<file path="src/logic/video_defines.svh">
// Video raster geometry, pixel divider and sync pulse lengths shared by the design
`ifndef VIDEO_DEFINES_SVH
`define VIDEO_DEFINES_SVH

// Width of every raster counter, enough for 1024 pixels or lines
`define VID_CNTW        10

// System clocks per pixel enable
`define VID_PXL_DIV     2

// Horizontal geometry, in pixels
`define VID_H_TOTAL     64
`define VID_H_ACTIVE    48
`define VID_HS_START    52
`define VID_HS_LEN      6

// Vertical geometry, in lines
`define VID_V_TOTAL     32
`define VID_V_ACTIVE    24
`define VID_VS_START    26
`define VID_VS_LEN      2

// Hold lengths of the regenerated pulses, in pixels and in hsync pulses
`define VID_HS_OUT_LEN  8
`define VID_VS_OUT_LEN  2

`endif

</file>
<file path="src/logic/video_types_pkg.sv">
// Raster types for pixel and line positions and for signed sync shifts
`default_nettype none

`include "video_defines.svh"

package video_types_pkg;

    // Offsets are four bit two's complement, so -8 to +7
    localparam int OFFSET_W = 4;

    // A pixel position within a line or a line position within a frame
    typedef logic [`VID_CNTW-1:0] raster_pos_t;

    // Shift applied to a sync pulse, in pixels for hsync and in lines for vsync
    // The sign bit is the MSB and is extended by the user to the raster width
    typedef logic [OFFSET_W-1:0] sync_offset_t;

endpackage : video_types_pkg

`default_nettype wire

</file>
<file path="src/logic/adjust_pkg.sv">
// Host adjustment types for the offset update controller
`default_nettype none

package adjust_pkg;

    // Both offsets are kept together in one register, horizontal in the upper half
    localparam int OFFSET_PAIR_W = 2 * $bits(video_types_pkg::sync_offset_t);

    typedef logic [OFFSET_PAIR_W-1:0] offset_pair_t;

    // Four-phase handshake controller states
    typedef enum logic [1:0] {
        idle       = 2'd0,  // Waiting for the host to raise adj_req
        wait_frame = 2'd1,  // Request seen, waiting for the lvbl falling edge
        hold_ack   = 2'd2   // Offsets applied, ack held until adj_req drops
    } adjust_state_t;

endpackage : adjust_pkg

`default_nettype wire

</file>
<file path="src/logic/video_timing.sv">
// Video timing generator with pixel enable, blanking and original sync outputs
`timescale 1ns/1ps
`default_nettype none

`include "video_defines.svh"

module video_timing (
    input  logic clk,
    input  logic rst,
    output logic pxl_cen,
    output logic lhbl,
    output logic lvbl,
    output logic hs_raw,
    output logic vs_raw
);

    import video_types_pkg::*;

    // A divider of one still needs a one bit counter
    localparam int DIVW = (`VID_PXL_DIV > 1) ? $clog2(`VID_PXL_DIV) : 1;

    logic [DIVW-1:0] div_cnt;  // Counts system clocks within one pixel
    raster_pos_t     h_cnt;    // Current pixel in the line
    raster_pos_t     v_cnt;    // Current line in the frame
    raster_pos_t     h_nxt;
    raster_pos_t     v_nxt;

    // Pixel enable is registered so it is a clean one clock pulse
    always_ff @(posedge clk) begin
        if (rst) begin
            div_cnt <= '0;
            pxl_cen <= 1'b0;
        end else begin
            pxl_cen <= (div_cnt == DIVW'(`VID_PXL_DIV - 1));
            if (div_cnt == DIVW'(`VID_PXL_DIV - 1))
                div_cnt <= '0;
            else
                div_cnt <= div_cnt + 1'b1;
        end
    end

    // Next raster position, vertical steps only when the line wraps
    always_comb begin
        h_nxt = (h_cnt == raster_pos_t'(`VID_H_TOTAL - 1)) ? '0 : h_cnt + 1'b1;
        v_nxt = v_cnt;
        if (h_cnt == raster_pos_t'(`VID_H_TOTAL - 1)) begin
            v_nxt = (v_cnt == raster_pos_t'(`VID_V_TOTAL - 1)) ? '0 : v_cnt + 1'b1;
        end
    end

    // Blanking and sync compare the next position so they line up with the counters
    always_ff @(posedge clk) begin
        if (rst) begin
            h_cnt  <= '0;
            v_cnt  <= '0;
            lhbl   <= 1'b1;  // Position 0,0 is visible
            lvbl   <= 1'b1;
            hs_raw <= 1'b0;
            vs_raw <= 1'b0;
        end else if (pxl_cen) begin
            h_cnt  <= h_nxt;
            v_cnt  <= v_nxt;
            lhbl   <= (h_nxt < raster_pos_t'(`VID_H_ACTIVE));
            lvbl   <= (v_nxt < raster_pos_t'(`VID_V_ACTIVE));
            hs_raw <= (h_nxt >= raster_pos_t'(`VID_HS_START)) &&
                      (h_nxt <  raster_pos_t'(`VID_HS_START + `VID_HS_LEN));
            vs_raw <= (v_nxt >= raster_pos_t'(`VID_VS_START)) &&
                      (v_nxt <  raster_pos_t'(`VID_VS_START + `VID_VS_LEN));
        end
    end

    // Every raster register downstream relies on the enable being a single clock wide
    a_cen_single: assert property (@(posedge clk) disable iff (rst) pxl_cen |=> !pxl_cen)
        else $error("pxl_cen high on two consecutive clocks");

endmodule : video_timing

`default_nettype wire

</file>
<file path="src/logic/sync_reposition.sv">
// Sync repositioning that measures original sync and regenerates shifted pulses
`timescale 1ns/1ps
`default_nettype none

`include "video_defines.svh"

module sync_reposition (
    input  logic                          clk,
    input  logic                          rst,
    input  logic                          pxl_cen,
    input  logic                          lhbl,
    input  logic                          lvbl,
    input  logic                          hs_in,
    input  logic                          vs_in,
    input  video_types_pkg::sync_offset_t hoffset,
    input  video_types_pkg::sync_offset_t voffset,
    output logic                          hs_out,
    output logic                          vs_out
);

    import video_types_pkg::*;

    raster_pos_t hs_cnt;   // Pixels since the start of the visible line
    raster_pos_t vs_cnt;   // Lines since the start of the visible frame
    raster_pos_t vs_nxt;   // Value vs_cnt takes at this enable
    raster_pos_t hs_pos;   // Where the original hsync was last seen
    raster_pos_t vs_pos;   // Where the original vsync was last seen
    raster_pos_t htrip;    // Pixel that fires the regenerated hsync
    raster_pos_t vtrip;    // Line that fires the regenerated vsync
    logic        last_lhbl;
    logic        last_lvbl;
    logic        last_hs;
    logic        last_vs;
    logic        hb_edge;
    logic        vb_edge;
    logic        hs_edge;
    logic        vs_edge;
    logic [`VID_HS_OUT_LEN-1:0] hs_hold;  // Shifted right once per pixel
    logic [`VID_VS_OUT_LEN-1:0] vs_hold;  // Shifted right once per hsync

    // Rising edges, all judged against the value at the previous pixel enable
    assign hb_edge = lhbl  && !last_lhbl;
    assign vb_edge = lvbl  && !last_lvbl;
    assign hs_edge = hs_in && !last_hs;
    assign vs_edge = vs_in && !last_vs;

    // Offsets are sign extended so negative values move the pulse earlier
    assign htrip = hs_pos + {{(`VID_CNTW-OFFSET_W){hoffset[OFFSET_W-1]}}, hoffset};
    assign vtrip = vs_pos + {{(`VID_CNTW-OFFSET_W){voffset[OFFSET_W-1]}}, voffset};

    // The line count steps at the start of each visible line
    always_comb begin
        vs_nxt = vs_cnt;
        if (vb_edge)
            vs_nxt = '0;
        else if (hb_edge)
            vs_nxt = vs_cnt + 1'b1;
    end

    always_ff @(posedge clk) begin
        if (rst) begin
            last_lhbl <= 1'b0;  // First visible pixel after reset counts as an edge
            last_lvbl <= 1'b0;
            last_hs   <= 1'b0;
            last_vs   <= 1'b0;
            hs_cnt    <= '0;
            vs_cnt    <= '0;
            hs_pos    <= '0;
            vs_pos    <= '0;
            hs_hold   <= '0;
            vs_hold   <= '0;
            hs_out    <= 1'b0;
            vs_out    <= 1'b0;
        end else if (pxl_cen) begin
            last_lhbl <= lhbl;
            last_lvbl <= lvbl;
            last_hs   <= hs_in;
            last_vs   <= vs_in;
            hs_cnt    <= hb_edge ? '0 : hs_cnt + 1'b1;
            vs_cnt    <= vs_nxt;
            if (hs_edge) hs_pos <= hs_cnt;  // Latched pixel is one before the hsync pixel
            if (vs_edge) vs_pos <= vs_nxt;  // vsync starts with a line, so take the new count
            if (hs_cnt == htrip) begin
                hs_out  <= 1'b1;
                hs_hold <= '1;
                // vsync only changes on a regenerated hsync, so both rise together
                if (vs_cnt == vtrip) begin
                    vs_out  <= 1'b1;
                    vs_hold <= '1;
                end else begin
                    vs_hold <= vs_hold >> 1;
                    if (!vs_hold[0]) vs_out <= 1'b0;
                end
            end else begin
                hs_hold <= hs_hold >> 1;
                if (!hs_hold[0]) hs_out <= 1'b0;  // Falls one pixel after the hold empties
            end
        end
    end

    // A regenerated vsync must start on a regenerated hsync
    a_vs_on_hs: assert property (@(posedge clk) disable iff (rst) $rose(vs_out) |-> hs_out)
        else $error("vs_out rose while hs_out was low");

endmodule : sync_reposition

`default_nettype wire

</file>
<file path="src/logic/adjust_ctrl.sv">
// Host offset controller with four-phase req/ack and update at vertical blanking
`timescale 1ns/1ps
`default_nettype none

module adjust_ctrl (
    input  logic                          clk,
    input  logic                          rst,
    input  logic                          pxl_cen,
    input  logic                          lvbl,
    input  logic                          adj_req,
    input  video_types_pkg::sync_offset_t adj_h,
    input  video_types_pkg::sync_offset_t adj_v,
    output logic                          adj_ack,
    output video_types_pkg::sync_offset_t hoffset,
    output video_types_pkg::sync_offset_t voffset
);

    import adjust_pkg::*;

    adjust_state_t state;
    offset_pair_t  offs;       // Horizontal offset in the upper half
    logic          last_lvbl;  // lvbl as seen at the previous pixel enable
    logic          vb_fall;

    // Start of vertical blanking, seen only on a pixel enable
    assign vb_fall = pxl_cen && last_lvbl && !lvbl;

    assign hoffset = offs[OFFSET_PAIR_W-1 -: OFFSET_PAIR_W/2];
    assign voffset = offs[OFFSET_PAIR_W/2-1:0];

    always_ff @(posedge clk) begin
        if (rst) begin
            last_lvbl <= 1'b1;
        end else if (pxl_cen) begin
            last_lvbl <= lvbl;
        end
    end

    always_ff @(posedge clk) begin
        if (rst) begin
            state   <= idle;
            offs    <= '0;
            adj_ack <= 1'b0;
        end else begin
            case (state)
                idle: begin
                    if (adj_req) state <= wait_frame;  // Host offsets are stable from here
                end
                wait_frame: begin
                    // Applying at the blanking edge keeps every frame consistent
                    if (vb_fall) begin
                        offs    <= {adj_h, adj_v};
                        adj_ack <= 1'b1;
                        state   <= hold_ack;
                    end
                end
                hold_ack: begin
                    if (!adj_req) begin
                        adj_ack <= 1'b0;  // Host may start a new request after this
                        state   <= idle;
                    end
                end
                default: begin
                    adj_ack <= 1'b0;
                    state   <= idle;
                end
            endcase
        end
    end

    // Offsets may only change on the way into hold_ack
    a_offs_idle: assert property (@(posedge clk) disable iff (rst)
        (state == idle) |-> $stable(offs))
        else $error("offsets changed while the controller was idle");

endmodule : adjust_ctrl

`default_nettype wire

</file>
<file path="src/logic/video_sync_top.sv">
// Video sync subsystem top joining timing, offset control and sync repositioning
`timescale 1ns/1ps
`default_nettype none

module video_sync_top (
    input  logic                          clk,
    input  logic                          rst,
    input  logic                          adj_req,
    input  video_types_pkg::sync_offset_t adj_h,
    input  video_types_pkg::sync_offset_t adj_v,
    output logic                          adj_ack,
    output logic                          pxl_cen,
    output logic                          lhbl,
    output logic                          lvbl,
    output logic                          hs_raw,
    output logic                          vs_raw,
    output logic                          hs_out,
    output logic                          vs_out
);

    import video_types_pkg::*;

    sync_offset_t hoffset;  // Offsets in use, changed only at vertical blanking
    sync_offset_t voffset;

    // Raster source, also the reference sync for the host
    video_timing u_timing (
        .clk     (clk),
        .rst     (rst),
        .pxl_cen (pxl_cen),
        .lhbl    (lhbl),
        .lvbl    (lvbl),
        .hs_raw  (hs_raw),
        .vs_raw  (vs_raw)
    );

    adjust_ctrl u_ctrl (
        .clk     (clk),
        .rst     (rst),
        .pxl_cen (pxl_cen),
        .lvbl    (lvbl),
        .adj_req (adj_req),
        .adj_h   (adj_h),
        .adj_v   (adj_v),
        .adj_ack (adj_ack),
        .hoffset (hoffset),
        .voffset (voffset)
    );

    sync_reposition u_resync (
        .clk     (clk),
        .rst     (rst),
        .pxl_cen (pxl_cen),
        .lhbl    (lhbl),
        .lvbl    (lvbl),
        .hs_in   (hs_raw),
        .vs_in   (vs_raw),
        .hoffset (hoffset),
        .voffset (voffset),
        .hs_out  (hs_out),
        .vs_out  (vs_out)
    );

endmodule : video_sync_top

`default_nettype wire

</file>
<file path="config.mk">
export PLATFORM = sky130hd
export DESIGN_NAME = video_sync_top
export DESIGN_NICKNAME = d
export VERILOG_FILES = /design/src/logic/video_types_pkg.sv /design/src/logic/adjust_pkg.sv /design/src/logic/video_timing.sv /design/src/logic/sync_reposition.sv /design/src/logic/adjust_ctrl.sv /design/src/logic/video_sync_top.sv
export VERILOG_INCLUDE_DIRS = /design/src /design/src/logic
export SDC_FILE = /design/constraint.sdc
export NUM_CORES = 1
export LEC_CHECK = 0
export BUFFER_PORTS_ARGS = -buffer_cell sky130_fd_sc_hd__buf_2
export CORE_MARGIN = 2
export CORE_UTILIZATION = 65
export CTS_CLUSTER_SIZE = 25
export DETAILED_ROUTE_END_ITERATION = 10
export PLACE_DENSITY = 0.84
export SKIP_CTS_REPAIR_TIMING = 1
export SLEW_MARGIN = 20
export SYNTH_ARGS = -nofsm -noshare
export SYNTH_HDL_FRONTEND = slang
export SYNTH_SLANG_ARGS = --single-unit
</file>
<file path="constraint.sdc">
create_clock -name clk -period 5.46 [get_ports clk]
set_input_delay 0.273 -clock clk [delete_from_list [all_inputs] [get_ports clk]]
set_output_delay 0.273 -clock clk [all_outputs]
set_load 0.02 [all_outputs]
</file>
==> results.yml <==
critical_path:
  cpMaxStageDelayCell: "or4_4"
  worstPathMaxFanout: 14
  crit_chain: "ha_1, fa_1, a211oi_1, nor2_1, xnor2_1, or4_4, nor4_4, nand4_2, nor3_1, nor3_2"
  path_class: "reg2reg"
  crit_family: "simple AND/OR/NAND/NOR gates"
  setup.worst_path.start_class: "flop"
  worstPathArrival_ps: 3660
  end_kind: "flop"
  required_ps: 5670
  max_stage_delay_ps: 490
  worst-path-buf-inv: 0
logic_synthesis:
  synth_edf_count: 0
  syn_area_um2: 5196
  synth_top_area_cell: "dfxtp_1"
  yosys.area.top_type_share: 0.3621
  synth_seq_cells: 94
  synth_cell_type_count: 60
  synthArstFlopShare: 0
  synth_warnings: 0
  syn_avg_cell_area_um2: 8.341
  ys.flop_type: "dfxtp_1"
  yosysSeqAreaShare: 0.3621
  syn-num-nets: 658
  netlist_instances: 623
  ys_top_cells_by_area: "dfxtp_1 (36%), nor2_1 (6.7%), mux2i_1 (5.6%)"
detailed_routing:
  ant_nets: 0
  vias: 4347
  finalWirelength_mm: 10.57
  drtPass1Iterations: 7
  drt-initial-drc-count: 232
  drcViolationCount: 0
  vias_per_cell: 5.988
  wl_per_cell_um: 14.55
sta:
  finClkSkew_ps: 8.567
  fmax_mhz: 289.6
  hold_violations: 0
  timing.setup.tns_ps: 0
  rsz0062_at_grt: "no"
  max-slew-margin-rel: 0.2872
  worst_slew_pin_slew_ps: 1067
  post-route-period-util: 0.6325
  drv_slew: 0
  setup_viol: 0
  period_needed_ps: 3453
grt:
  antenna_found_initial: 0
  grt_max_degree: 50
  overflow: 0
  grt_usage: 0.2530
  grt_pass1_wl_mm: 18.06
  grt_pass1_vias: 4102
layout:
  finish.utilization: 0.7129
  synthToLayoutAreaGrowth_pct: 6.020
  nets: 654
  fillers: 567
  fin_cells: 726
  drive_gt1_frac: 0.09135
  fin_area_um2: 5509
  diodes: 0
floorplan:
  io_pins: 19
  die_h_um: 93.41
  die_w_um: 93.41
  core_area_um2: 7727
  die-area_um2: 8725
  rows: 32
  start_util: 0.6724
cts:
  h-tree-depth: 3
  path_clk_slew_ps: 90
  numCtsBuffers: 9
  cts_root_buf: "clkbuf_8"
  clk_latency_ps: 350
  cts_tree: "built"
  clk_path_buf_depth: 2
  cts.sinks: 94
power:
  p_int_w: 0.0009863
  power.density_nw_per_um2: 231.8
  power.leakage_nw: 2.138
  power_frac_seq: 0.554
  ir_worst_vdd_mv: 0.1519
  switchingPower_w: 0.0002910
  p_comb_frac: 0.062
  p_sw_frac: 0.2278
  clock_power_share: 0.384
run_status:
  outcome: "complete, no violations"
placement:
  dpl.hpwl_mm: 7.266
  placed_area_um2: 5301
  gp_congestion: 0.8817
  port_buffers: 18
  dp.cells: 710
worst_hold_path:
  hold_path_class: "in2reg"
run:
  maxCapViolations: 0
==> registers in the layout, indices dropped and copies added, names as in the netlist, 2 cells and up <==
register          count
u_resync.hs_pos      10
u_resync.vs_pos      10
u_timing.v_cnt       10
u_resync.vs_hold      2
u_ctrl.state          2
u_resync.hs_cnt      10
u_ctrl.offs           8
u_resync.hs_hold      8
u_timing.h_cnt       10
u_resync.vs_cnt      10
==> metrics by stage <==
step                setup WS, ps  hold WS (ps)  total power [W]
finish                      2007         154.3         0.001277
global placement            2288         391.9        0.0007991
global route                1852         148.9         0.001325
CTS                         2051         148.4         0.001285
floorplan                   2730         384.5        0.0007839
detailed placement          2078         400.6        0.0008027
==> power groups by stage <==
| stage | clock [W] | combinational, W | sequential (W) |
|---|---|---|---|
| floorplan | 0 | 0.0000594 | 0.000725 |
| finish | 0.000490 | 0.0000792 | 0.000708 |
| detailed placement | 0 | 0.0000787 | 0.000724 |
| CTS | 0.000498 | 0.0000792 | 0.000708 |
| global route | 0.000527 | 0.0000871 | 0.000710 |
| global placement | 0 | 0.0000759 | 0.000723 |
==> cell families after synthesis <==
| group | count (synthesis) | synth area share |
|---|---|---|
| DFF | 94 | 0.3621 |
| AOI/OAI and AO/OA | 124 | 0.1548 |
| muxes | 31 | 0.06020 |
| and+or+nand+nor | 241 | 0.2261 |
| adders and majority gates | 24 | 0.06068 |
| xor gates and xnor gates | 58 | 0.09776 |
| buffers and inverters | 51 | 0.03828 |
==> cell usage in the layout (no fill, tap or decap), types with 3 or more instances in the layout <==
cell type	count
and2_1	3
a21oi_2	10
clkbuf_8	9
clkbuf_1	4
nor2_1	93
buf_2	18
nor3_1	33
a211oi_1	3
xnor2_1	29
nand3_1	19
ha_1	22
a22oi_1	10
nand4_1	9
dfxtp_1	93
and3_1	10
o21a_1	4
buf_4	3
o211ai_1	3
xor2_1	29
o21ai_0	23
o21bai_1	4
nor2b_1	6
nand2_1	36
inv_1	14
nor3b_1	3
nand3b_1	4
o21ai_1	5
or3_1	8
mux2i_1	29
a21oi_1	43
==> Yosys cell counts, drive strengths merged, types with 6 or more instances <==
cell and n:
mux2i 29, inv 15, nor3 34, or3 8, o21ai 28, nand4 10, nand3 19, a21oi 53
ha 22, clkbuf 29, dfxtp 94, nand2 36, xor2 29, nor2 93, buf 7, xnor2 29
and3 10, nor2b 6, a22oi 10
==> per-layer routing <==
metal	part of all wire	track usage
met3	0.051	0.05721
met1	0.46	0.3221
met4	0.017	0.06863
met2	0.47	0.4311
met5	0	0
==> worst paths after layout <==
kind	startpoint	to	slack [ps]	cells after the start
worst max-delay path	u_ctrl.offs[4]	u_resync.vs_hold[0]	2010	10
worst min-delay path	adj_v[3]	u_ctrl.offs[3]	150	3
worst max register to register	u_ctrl.offs[4]	u_resync.vs_hold[0]	2010	10
worst min register to register	u_timing.div_cnt	u_timing.div_cnt	410	1
==> worst reg2reg max path: stages, from the launching register on <==
cell and delay [ps]:
dfxtp_1 320, ha_1 230, fa_1 420, a211oi_1 400, nor2_1 130, xnor2_1 150
or4_4 490, nor4_4 290, nand4_2 450, nor3_1 370, nor3_2 60
==> cell type report <==
| class | instances | area [µm²] | share of cell area |
|---|---|---|---|
| clock buffer | 13 | 138.9 | 0.02521 |
| sequential | 94 | 1883 | 0.3418 |
| multi-input combinational | 478 | 3122 | 0.5667 |
| tap | 102 | 127.6 | 0.02317 |
| inverter | 15 | 56.30 | 0.01022 |
| clock inverter | 3 | 68.82 | 0.01249 |
| timing repair buffer | 21 | 112.6 | 0.02044 |
Power figures use the tool's default switching activity.
